## config.mk

```make
export PLATFORM = sky130hd
export DESIGN_NAME = i2c_sensor_top
export DESIGN_NICKNAME = d
export VERILOG_FILES = /design/src/verilog/i2c_pkg.sv /design/src/verilog/i2c_bit_timer.sv /design/src/verilog/i2c_read_master.sv /design/src/verilog/sensor_regs.sv /design/src/verilog/i2c_sensor_top.sv
export SDC_FILE = /design/constraint.sdc
export NUM_CORES = 1
export LEC_CHECK = 0
export BUFFER_PORTS_ARGS = -buffer_cell sky130_fd_sc_hd__buf_2
export CAP_MARGIN = 20
export CORE_MARGIN = 2
export CORE_UTILIZATION = 40
export DETAILED_ROUTE_END_ITERATION = 12
export PLACE_DENSITY = 0.56
export SETUP_SLACK_MARGIN = 0.1
export SLEW_MARGIN = 10
export SYNTH_ARGS = -nofsm -noshare
export SYNTH_HDL_FRONTEND = slang
export SYNTH_SLANG_ARGS = --single-unit
```

## constraint.sdc

```tcl
create_clock -name PT_CK -period 2.3 [get_ports PT_CK]
set_input_delay 0.345 -clock PT_CK [delete_from_list [all_inputs] [get_ports PT_CK]]
set_output_delay 0.345 -clock PT_CK [all_outputs]
set_load 0.02 [all_outputs]
```

## src/verilog/i2c_pkg.sv

```systemverilog
`default_nettype none

package i2c_pkg;
	localparam int REG_W = 16; // host register width
	localparam int DIV_W = 16; // step divider width

	typedef enum logic [7:0] {
		idle, wait_release,
		start_a, start_b,
		addr_shift, addr_high, addr_low,
		rd_setup, rd_high, rd_low, byte_next,
		stop_a, stop_b, stop_c,
		done
	} i2c_state_t;

	typedef enum logic {
		op_read  = 1'b0, // two byte read
		op_probe = 1'b1  // address only, write bit
	} i2c_op_t;

	typedef enum logic [1:0] {
		reg_ctrl  = 2'd0, // status on read
		reg_slave = 2'd1,
		reg_div   = 2'd2,
		reg_data  = 2'd3
	} reg_addr_t;
endpackage

`default_nettype wire

```

## src/verilog/i2c_bit_timer.sv

```systemverilog
`timescale 1ns/10ps
`default_nettype none

module i2c_bit_timer (
	input  wire                       PT_CK,
	input  wire                       RESET_N,
	input  wire                       enable,
	input  wire [i2c_pkg::DIV_W-1:0]  div,
	output logic                      step
);

	logic [i2c_pkg::DIV_W-1:0] cnt;

	// one step every div+1 clocks while enabled
	always_ff @(posedge PT_CK) begin
		if (!RESET_N) begin
			cnt  <= '0;
			step <= 1'b0;
		end else if (!enable) begin
			cnt  <= div; // parked at reload value
			step <= 1'b0;
		end else if (cnt == '0) begin
			cnt  <= div; // div picked up here
			step <= 1'b1;
		end else begin
			cnt  <= cnt - 1'b1;
			step <= 1'b0;
		end
	end

endmodule

`default_nettype wire

```

## src/verilog/i2c_read_master.sv

```systemverilog
`timescale 1ns/10ps
`default_nettype none

module i2c_read_master (
	input  wire                    PT_CK,
	input  wire                    RESET_N,
	input  wire                    step,
	input  wire                    go,
	input  wire i2c_pkg::i2c_op_t  op,
	input  wire [6:0]              slave_address,
	input  wire                    sdai,
	output logic                   sdao,
	output logic                   sclo,
	output logic                   end_ok,
	output logic                   ack_ok,
	output logic [15:0]            data16,
	output logic                   busy
);

	i2c_pkg::i2c_state_t state;
	i2c_pkg::i2c_op_t    op_q;
	logic [8:0]          shift;     // address, r/w, released ack slot
	logic [3:0]          bit_cnt;
	logic                last_byte;

	assign busy = (state != i2c_pkg::idle);

	always_ff @(posedge PT_CK) begin
		if (!RESET_N) begin
			state     <= i2c_pkg::idle;
			op_q      <= i2c_pkg::op_read;
			shift     <= '1;
			bit_cnt   <= '0;
			last_byte <= 1'b0;
			sdao      <= 1'b1;
			sclo      <= 1'b1;
			end_ok    <= 1'b1;
			ack_ok    <= 1'b0;
			data16    <= '0;
		end else if (state == i2c_pkg::idle) begin
			// timer is stopped here, so no step gating
			if (go)
				state <= i2c_pkg::wait_release;
		end else if (step) begin
			case (state)
				i2c_pkg::wait_release: begin
					if (!go) begin
						sdao    <= 1'b0; // start, sda falls while scl high
						end_ok  <= 1'b0;
						op_q    <= op;
						shift   <= {slave_address, (op == i2c_pkg::op_read), 1'b1};
						bit_cnt <= '0;
						data16  <= '1; // released bus reads ones
						state   <= i2c_pkg::start_a;
					end
				end

				i2c_pkg::start_a: begin
					sclo  <= 1'b0;
					state <= i2c_pkg::start_b;
				end

				i2c_pkg::start_b: begin
					sdao  <= shift[8]; // first address bit, scl low
					shift <= {shift[7:0], 1'b1};
					state <= i2c_pkg::addr_shift;
				end

				i2c_pkg::addr_shift: begin
					sclo    <= 1'b1;
					bit_cnt <= bit_cnt + 1'b1;
					state   <= i2c_pkg::addr_high;
				end

				i2c_pkg::addr_high: begin
					sclo <= 1'b0;
					if (bit_cnt == 4'd9)
						ack_ok <= !sdai; // slave pulls low to ack
					state <= i2c_pkg::addr_low;
				end

				i2c_pkg::addr_low: begin
					if (bit_cnt == 4'd9) begin
						bit_cnt <= '0;
						if (op_q == i2c_pkg::op_read) begin
							sdao      <= 1'b1;
							last_byte <= 1'b0;
							state     <= i2c_pkg::rd_setup;
						end else begin
							sdao  <= 1'b0; // probe goes straight to stop
							state <= i2c_pkg::stop_a;
						end
					end else begin
						sdao  <= shift[8];
						shift <= {shift[7:0], 1'b1};
						state <= i2c_pkg::addr_shift;
					end
				end

				i2c_pkg::rd_setup: begin
					sclo    <= 1'b1;
					bit_cnt <= bit_cnt + 1'b1;
					state   <= i2c_pkg::rd_high;
				end

				i2c_pkg::rd_high: begin
					sclo <= 1'b0;
					if (bit_cnt != 4'd9)
						data16 <= {data16[14:0], sdai}; // msb first
					state <= i2c_pkg::rd_low;
				end

				i2c_pkg::rd_low: begin
					if (bit_cnt == 4'd9) begin
						sdao  <= 1'b1;
						state <= i2c_pkg::byte_next;
					end else begin
						// ack after byte 0, nack after byte 1
						sdao  <= (bit_cnt == 4'd8) ? last_byte : 1'b1;
						state <= i2c_pkg::rd_setup;
					end
				end

				i2c_pkg::byte_next: begin
					bit_cnt <= '0;
					if (last_byte) begin
						sdao  <= 1'b0;
						state <= i2c_pkg::stop_a;
					end else begin
						last_byte <= 1'b1;
						state     <= i2c_pkg::rd_setup;
					end
				end

				i2c_pkg::stop_a: begin
					sclo  <= 1'b1;
					state <= i2c_pkg::stop_b;
				end

				i2c_pkg::stop_b: begin
					sdao  <= 1'b1; // stop, sda rises while scl high
					state <= i2c_pkg::stop_c;
				end

				i2c_pkg::stop_c: begin
					end_ok <= 1'b1;
					state  <= i2c_pkg::done;
				end

				i2c_pkg::done: begin
					state <= i2c_pkg::idle;
				end

				default: begin
					sdao   <= 1'b1;
					sclo   <= 1'b1;
					end_ok <= 1'b1;
					state  <= i2c_pkg::idle;
				end
			endcase
		end
	end

endmodule

`default_nettype wire

```

## src/verilog/sensor_regs.sv

```systemverilog
`timescale 1ns/10ps
`default_nettype none

module sensor_regs #(
	parameter logic [i2c_pkg::DIV_W-1:0] DIV_RESET = 16'd24
) (
	input  wire                        PT_CK,
	input  wire                        RESET_N,
	input  wire                        reg_wr,
	input  wire                        reg_rd,
	input  wire i2c_pkg::reg_addr_t    reg_addr,
	input  wire [i2c_pkg::REG_W-1:0]   reg_wdata,
	output logic [i2c_pkg::REG_W-1:0]  reg_rdata,
	input  wire                        end_ok,
	input  wire                        busy,
	input  wire [i2c_pkg::REG_W-1:0]   data16,
	input  wire                        ack_ok,
	output logic                       go,
	output i2c_pkg::i2c_op_t           op,
	output logic [6:0]                 slave_address,
	output logic [i2c_pkg::DIV_W-1:0]  div
);

	logic                       end_ok_q;
	logic                       end_rise;
	logic                       start_wr;
	logic                       done;
	logic                       ack_q;
	logic [i2c_pkg::REG_W-1:0]  sample;
	logic [i2c_pkg::REG_W-1:0]  rd_mux;

	assign end_rise = end_ok && !end_ok_q;
	assign start_wr = reg_wr && (reg_addr == i2c_pkg::reg_ctrl) && reg_wdata[0] && !busy;

	// configuration
	always_ff @(posedge PT_CK) begin
		if (!RESET_N) begin
			slave_address <= '0;
			div           <= DIV_RESET;
		end else if (reg_wr) begin
			if (reg_addr == i2c_pkg::reg_slave)
				slave_address <= reg_wdata[6:0];
			if (reg_addr == i2c_pkg::reg_div)
				div <= reg_wdata[i2c_pkg::DIV_W-1:0];
		end
	end

	always_ff @(posedge PT_CK) begin
		if (!RESET_N) begin
			go <= 1'b0;
			op <= i2c_pkg::op_read;
		end else if (end_ok && busy) begin
			go <= 1'b0; // master picked it up
		end else if (start_wr) begin
			go <= 1'b1;
			op <= i2c_pkg::i2c_op_t'(reg_wdata[1]);
		end
	end

	// result capture on end_ok rise
	always_ff @(posedge PT_CK) begin
		if (!RESET_N) begin
			end_ok_q <= 1'b1;
			done     <= 1'b0;
			ack_q    <= 1'b0;
			sample   <= '0;
		end else begin
			end_ok_q <= end_ok;
			if (end_rise) begin
				done   <= 1'b1;
				ack_q  <= ack_ok;
				sample <= data16;
			end else if (reg_rd && reg_addr == i2c_pkg::reg_ctrl) begin
				done <= 1'b0; // cleared by status read
			end
		end
	end

	always_comb begin
		rd_mux = '0;
		case (reg_addr)
			i2c_pkg::reg_ctrl:  rd_mux[2:0] = {done, ack_q, busy};
			i2c_pkg::reg_slave: rd_mux[6:0] = slave_address;
			i2c_pkg::reg_div:   rd_mux[i2c_pkg::DIV_W-1:0] = div;
			default:            rd_mux = sample;
		endcase
	end

	always_ff @(posedge PT_CK) begin
		if (!RESET_N)
			reg_rdata <= '0;
		else if (reg_rd)
			reg_rdata <= rd_mux;
	end

endmodule

`default_nettype wire

```

## src/verilog/i2c_sensor_top.sv

```systemverilog
`timescale 1ns/10ps
`default_nettype none

module i2c_sensor_top #(
	parameter logic [i2c_pkg::DIV_W-1:0] DIV_RESET = 16'd24
) (
	input  wire                        PT_CK,
	input  wire                        RESET_N,
	input  wire                        reg_wr,
	input  wire                        reg_rd,
	input  wire i2c_pkg::reg_addr_t    reg_addr,
	input  wire [i2c_pkg::REG_W-1:0]   reg_wdata,
	output logic [i2c_pkg::REG_W-1:0]  reg_rdata,
	input  wire                        sdai,
	output logic                       sdao,
	output logic                       sclo
);

	logic                       go;
	logic                       end_ok;
	logic                       busy;
	logic                       ack_ok;
	logic                       step;
	logic [i2c_pkg::REG_W-1:0]  data16;
	logic [6:0]                 slave_address;
	logic [i2c_pkg::DIV_W-1:0]  div;
	i2c_pkg::i2c_op_t           op;

	sensor_regs #(
		.DIV_RESET(DIV_RESET)
	) sensor_regs_inst (
		.PT_CK(PT_CK), .RESET_N(RESET_N),
		.reg_wr(reg_wr), .reg_rd(reg_rd), .reg_addr(reg_addr),
		.reg_wdata(reg_wdata), .reg_rdata(reg_rdata),
		.end_ok(end_ok), .busy(busy), .data16(data16), .ack_ok(ack_ok),
		.go(go), .op(op), .slave_address(slave_address), .div(div)
	);

	i2c_bit_timer i2c_bit_timer_inst (
		.PT_CK(PT_CK), .RESET_N(RESET_N),
		.enable(busy), // runs whenever the master is out of idle
		.div(div), .step(step)
	);

	i2c_read_master i2c_read_master_inst (
		.PT_CK(PT_CK), .RESET_N(RESET_N),
		.step(step), .go(go), .op(op), .slave_address(slave_address),
		.sdai(sdai), .sdao(sdao), .sclo(sclo),
		.end_ok(end_ok), .ack_ok(ack_ok), .data16(data16), .busy(busy)
	);

endmodule

`default_nettype wire

```

==> metrics.txt, run 1 <==
status=complete, no violations; WP depth=5; Avg WL per Cell=16.1 µm; Max Cap Violations=0; Post-synth EDFFs=0; WP buf/inv=1; CTS root buf=clkbuf_16; DRC=0; Synth Register Bits=115; final cell count without fillers=slightly above 800; Slew Viols, Final=0; CTS Sinks=115; TritonCTS clock tree=built; P_leak=approximately 2.3 nW; gr busiest metal=met2; PD cells=around 800 mW/mm²; Final TNS setup=0 ns; Seq/Total Area, Yosys=0.433; Syn Std Cell Area=0.00531 mm²; initial antenna violation count=0; pin count of the biggest net entering global routing=42; I/O pin count=41; # nets final=668; first-pass GRT wire length=about 22 mm; commonest non-fill, non-tap cells in the layout=115 x dfxtp_1, 89 x nand2_1, 73 x a21oi_1; mean number of vias per cell=5.53; hold buffers post-CTS=0; 1st-pass router iterations=5; Critical Path AT=2.27 ns; pre-CTS setup slack=0.185 ns; Post-CTS Setup Repair Bufs=0; Slew headroom=0.542; area grow syn2layout=18.3%; vias in the first global route=about 4,400; Async S/R FF share, synth=0; flip-flop and latch area=0.00230 mm²; Initial Utilization=0.406; required time worst endpoint=2.57 ns; CP endpoint kind=flop; GRT Total Usage=0.197; met3 Use GR=0.0589; final setup fails=0; deepest clock path buffer count=2; commonest non-fill, non-tap cell in the layout=dfxtp_1; layout cells sized above 1=0.193; Antenna Cells=0; Startpoint Class=flop; met1 Resource Use GR=0.257; worst-path cell chain=buf_4 -> or2b_1 -> o32a_1 -> o21ba_2 -> o21ai_0; Final GP Congestion=between 0.8 and 0.9; drt first-iter violations=about 380; Skew-Pair Late Insertion Delay=0.41 ns; syn_area_per_cell=8.72 µm²; DR vias=4,585; Critical Path Start=i2c_read_master_inst.state[2]; internal reg-to-reg setup slack=0.30 ns; Tot Pwr=5.00 mW; worst-path fanout max=19; worst reg2reg endpoint=i2c_read_master_inst.shift[1]; Worst-Margin Slew=0.685 ns; peak supply drop=475 µV; row count=42; max frequency=501 MHz; Netlist cell types=65; Tcrit/Tclk final=0.868; Die Y-Extent=119 µm; Critical R2R Launch=i2c_read_master_inst.state[2]; DP Wirelength=between 9 and 10 mm; area of the die=roughly 0.014 mm²; Top delay family on crit path=compound AO/OA/AOI/OAI gates; core area=0.0131 mm²; count of input and output buffers=40; Inserted Clock Buffers=17; Syn Inst Count=609; Synth Net Count=between 600 and 700; Clock transition at path regs=0.05 ns; clock skew=between 0.009 and 0.01 ns; Period minus WS final=approximately 2 ns; Worst setup endpoint=i2c_read_master_inst.shift[1]; grt met2 use=0.311; final setup margin=between 0.3 and 0.4 ns; chip width=119 µm; crit-path max cell delay=0.70 ns; Worst path slowest cell=dfxtp_1; WS Path Type=flop to flop; total grt overflow=0; post-route ant nets=0; final WL=13.3 mm; Reg2Reg Depth=5; main flop type after synthesis=dfxtp_1; DP Cell Count=797; Hold WC Path Type=input pin to flop; Final Hold Viols=0; htree depth=4; Filler Cells Inserted=about 1,300; RSZ-0062 raised after global routing=no; yosys warns=0; Multi-input gate area=0.00274 mm²
[logic make-up (layout without fill, tap and decap cells)]
family          count (synthesis)  count (layout)  share of synthesized area
compound gates                168             168                      0.214
xor+xnor                       15              15                     0.0247
fa+ha+maj                       5               5                     0.0118
buf+inv                        60             104                     0.0511
flops                         115             115                      0.433
mux                            29              29                     0.0627
simple gates                  217             217                      0.202
[power breakdown]
part / internal, mW / switching, mW / leakage [nW]
Clock: 1.78 / 0.900 / 0.296
Combinational: 0.105 / 0.167 / 1.09
Sequential: 2.03 / 0.0309 / 0.931
Total: 3.91 / 1.10 / 2.31
[tightest hold or removal path: stages]
cell	delay (ns)
buf_2	0.10
nand2_1	0.04
a21oi_1	0.05
[per-stage QoR]
step	utilization	hold slack [ns]	area, µm²
2_1_floorplan	-	0.432	5310
4_1_cts	0.480	0.156	6280
3_3_place_gp	0.434	0.448	5680
3_5_place_dp	0.434	0.453	5680
6_report	0.480	0.172	6280
5_1_grt	0.480	0.168	6280
[timing repair]
item                                   in CTS  in global routing
setup endpoints to repair                   0                 16
resized for setup                           0                  1
endpoints found under the hold margin       0                  0
[layer usage]
layer  up-vias  wire length (µm)
met5         -                 0
met4         0               218
met3        23               628
met2       108              6270
met1      2184              6220
li1       2270                 -
[worst min path at each step]
stage	from	endpoint	slack, ns	depth (start not counted)
3_3_place_gp	sensor_regs_inst.sample[1]	sensor_regs_inst.sample[1]	0.45	2
4_1_cts	reg_wdata[11]	sensor_regs_inst.div[11]	0.16	3
5_1_grt	reg_wdata[13]	sensor_regs_inst.div[13]	0.17	3
6_report	reg_wdata[10]	sensor_regs_inst.div[10]	0.17	3
3_5_place_dp	sensor_regs_inst.sample[15]	sensor_regs_inst.sample[15]	0.45	2
2_1_floorplan	i2c_read_master_inst.ack_ok	sensor_regs_inst.ack_q	0.43	2
[registers in the layout, indices dropped and copies added (netlist names), 4 cells and up]
name,cells
i2c_bit_timer_inst.cnt,16
i2c_read_master_inst.data16,16
sensor_regs_inst.div,16
sensor_regs_inst.reg_rdata,16
sensor_regs_inst.sample,16
i2c_read_master_inst.shift,8
sensor_regs_inst.slave_address,7
i2c_read_master_inst.bit_cnt,4
i2c_read_master_inst.state,4
[area by class of cell]
cell class	count	share of cell area
multi-input combinational	434	0.436
clock inverter	10	0.0207
clock buffer	22	0.0755
timing repair buffer	62	0.0601
inverter	10	0.00597
sequential	115	0.366
tap	176	0.0350
[synth_stat cells (3+ instances only)]
| master | n | area, µm² |
|---|---|---|
| a211oi_1 | 16 | 120 |
| a21oi_1 | 73 | 365 |
| a221oi_1 | 4 | 35.0 |
| buf_1 | 3 | 11.3 |
| buf_2 | 6 | 30.0 |
| buf_6 | 5 | 56.3 |
| clkbuf_1 | 35 | 131 |
| dfxtp_1 | 115 | 2300 |
| ha_1 | 5 | 62.6 |
| inv_1 | 9 | 33.8 |
| mux2_2 | 4 | 45.0 |
| mux2i_1 | 22 | 220 |
| mux4_2 | 3 | 67.6 |
| nand2_1 | 89 | 334 |
| nand2b_1 | 6 | 37.5 |
| nand3_1 | 15 | 75.1 |
| nand3b_1 | 4 | 30.0 |
| nand4_1 | 6 | 37.5 |
| nor2_1 | 43 | 161 |
| nor2b_1 | 11 | 68.8 |
| nor3_1 | 9 | 45.0 |
| nor3b_1 | 5 | 37.5 |
| nor4_1 | 4 | 25.0 |
| o211ai_1 | 4 | 30.0 |
| o21ai_0 | 18 | 90.1 |
| o221a_2 | 17 | 191 |
| o311ai_0 | 7 | 61.3 |
| o31ai_1 | 4 | 30.0 |
| or3_1 | 3 | 18.8 |
| xnor2_1 | 7 | 61.3 |
| xor2_1 | 8 | 70.1 |
No activity file was read; power rests on OpenSTA's default activity.
==> run 2: changes to the inputs <==
Settings changed: BUFFER_PORTS_ARGS -buffer_cell sky130_fd_sc_hd__buf_2 to not set, DONT_BUFFER_PORTS set to 1, PLACE_DENSITY 0.56 to 0.53.
==> metrics.txt, run 2 (synthesis gave the netlist of run 1 again) <==
row count=42 (unchanged); clock skew=0.00783 ns (-0.00135 ns); Top delay family on crit path=simple AND/OR/NAND/NOR gates; peak supply drop=508 µV (+6.9%); CP endpoint kind=flop; Max Cap Violations=0 (unchanged); mean number of vias per cell=5.67 (+2.6%); Avg WL per Cell=17.3 µm (+7.8%); core area=0.0131 mm² (unchanged); pin count of the biggest net entering global routing=40 (-4.8%); final WL=13.7 mm (+2.8%); vias in the first global route=4,246 (-3.2%); P_leak=2.14 nW (-7.2%); Worst-Margin Slew=0.709 ns (+0.0238 ns); GRT Total Usage=0.201 (+0.00344); CTS root buf=clkbuf_16; PD cells=829 mW/mm² (+4.1%); area of the die=0.0142 mm² (unchanged); Tcrit/Tclk final=0.877 (+0.00911); worst-path fanout max=16 (-3); Post-CTS Setup Repair Bufs=0 (unchanged); DP Wirelength=9.31 mm (+1.2%); internal reg-to-reg setup slack=0.28 ns (-0.02 ns); first-pass GRT wire length=22.3 mm (+0.62%); Antenna Cells=0 (unchanged); Initial Utilization=0.406 (unchanged); required time worst endpoint=2.61 ns (+0.04 ns); post-route ant nets=0 (unchanged); RSZ-0062 raised after global routing=no; max frequency=496 MHz (-1.0%); Slew headroom=0.526 (-0.0159); commonest non-fill, non-tap cell in the layout=dfxtp_1; WP buf/inv=2 (+1); met2 wire len=6.08 mm (-3.1%); initial antenna violation count=0 (unchanged); total grt overflow=0 (unchanged); WS Path Type=flop to flop; worst-path cell chain=inv_1 -> ha_1 -> and3b_1 -> or4_1 -> buf_4 -> o221a_2; count of input and output buffers=0 (-100%); Clock transition at path regs=0.06 ns (about the same); Final Hold Viols=0 (unchanged); Slew Viols, Final=0 (unchanged); final setup fails=0 (unchanged); Worst path slowest cell=or4_1; Final TNS setup=0 ns (unchanged); drt first-iter violations=374 (-1.1%); htree depth=4 (unchanged); Skew-Pair Late Insertion Delay=0.42 ns (about the same); Period minus WS final=2.02 ns (+0.0210 ns); chip width=119 µm (unchanged); crit-path max cell delay=0.53 ns (-0.17 ns); highest routing layer actually used=met4; Met1 Wirelength=6.78 mm (+8.9%); hold_ws=0.0151 ns (-0.157 ns); DR vias=4,482 (-2.2%); Die Y-Extent=119 µm (unchanged); # nets final=629 (-5.8%); area grow syn2layout=15.1%; commonest non-fill, non-tap cells in the layout=115 x dfxtp_1, 89 x nand2_1, 73 x a21oi_1; DR WL met3=599 µm (-4.6%); status=complete, no violations; CTS Sinks=115 (unchanged); Critical Path AT=2.33 ns (+0.06 ns); Hold WC Path Type=input pin to flop; TritonCTS clock tree=built; Startpoint Class=flop; 1st-pass router iterations=5 (unchanged); DRC=0 (unchanged); layout cells sized above 1=0.142 (-0.0513); Inserted Clock Buffers=17 (unchanged); Final GP Congestion=0.934 (+5.0%); deepest clock path buffer count=2 (unchanged); I/O pin count=41 (unchanged)
[run 2: final timing paths]
check                                       start                             end  cells past startpoint
hold / removal                            RESET_N     i2c_read_master_inst.end_ok                      1
setup / recovery  i2c_read_master_inst.bit_cnt[1]  i2c_read_master_inst.data16[6]                      6
hold reg to reg       sensor_regs_inst.sample[10]     sensor_regs_inst.sample[10]                      2
setup reg to reg  i2c_read_master_inst.bit_cnt[1]  i2c_read_master_inst.data16[6]                      6
[run 2: power by group]
| group | internal (mW) | switching (mW) | leakage, nW | total [mW] |
|---|---|---|---|---|
| logic | 0.0895 | 0.122 | 0.911 | 0.211 |
| clock network | 1.77 | 1.03 | 0.303 | 2.80 |
| registers | 2.02 | 0.0398 | 0.931 | 2.06 |
[run 2: layer usage]
metal / vias to the layer above / GRT usage
li1: 2199 / -
met1: 2163 / 0.279
met2: 101 / 0.292
met3: 19 / 0.0508
met4: 0 / 0.0915
met5: - / 0
[run 2: layout make-up]
class                           count  area [µm²]
Clock buffer                       18         439
Fill cell                        1234        6970
Clock inverter                     14         189
Multi-Input combinational cell    434        2740
Sequential cell                   115        2300
Timing Repair Buffer               23         188
Tap cell                          176         220
Inverter                           10        37.5
[run 2: metrics by stage]
step / setup WS, ns / utilization / area [µm²] / instances / total power, mW
2_1_floorplan: 0.367 / - / 5310 / 609 / 2.27
3_3_place_gp: 0.350 / 0.418 / 5480 / 757 / 2.31
3_5_place_dp: 0.314 / 0.418 / 5480 / 757 / 2.31
4_1_cts: 0.288 / 0.467 / 6110 / 790 / 5.12
5_1_grt: 0.196 / 0.467 / 6110 / 790 / 5.22
6_report: 0.282 / 0.467 / 6110 / 790 / 5.07
[run 2: repair_timing]
item,CTS,global route
resized for setup,0,0
endpoints found under the hold margin,4,0
hold buffers,1,0
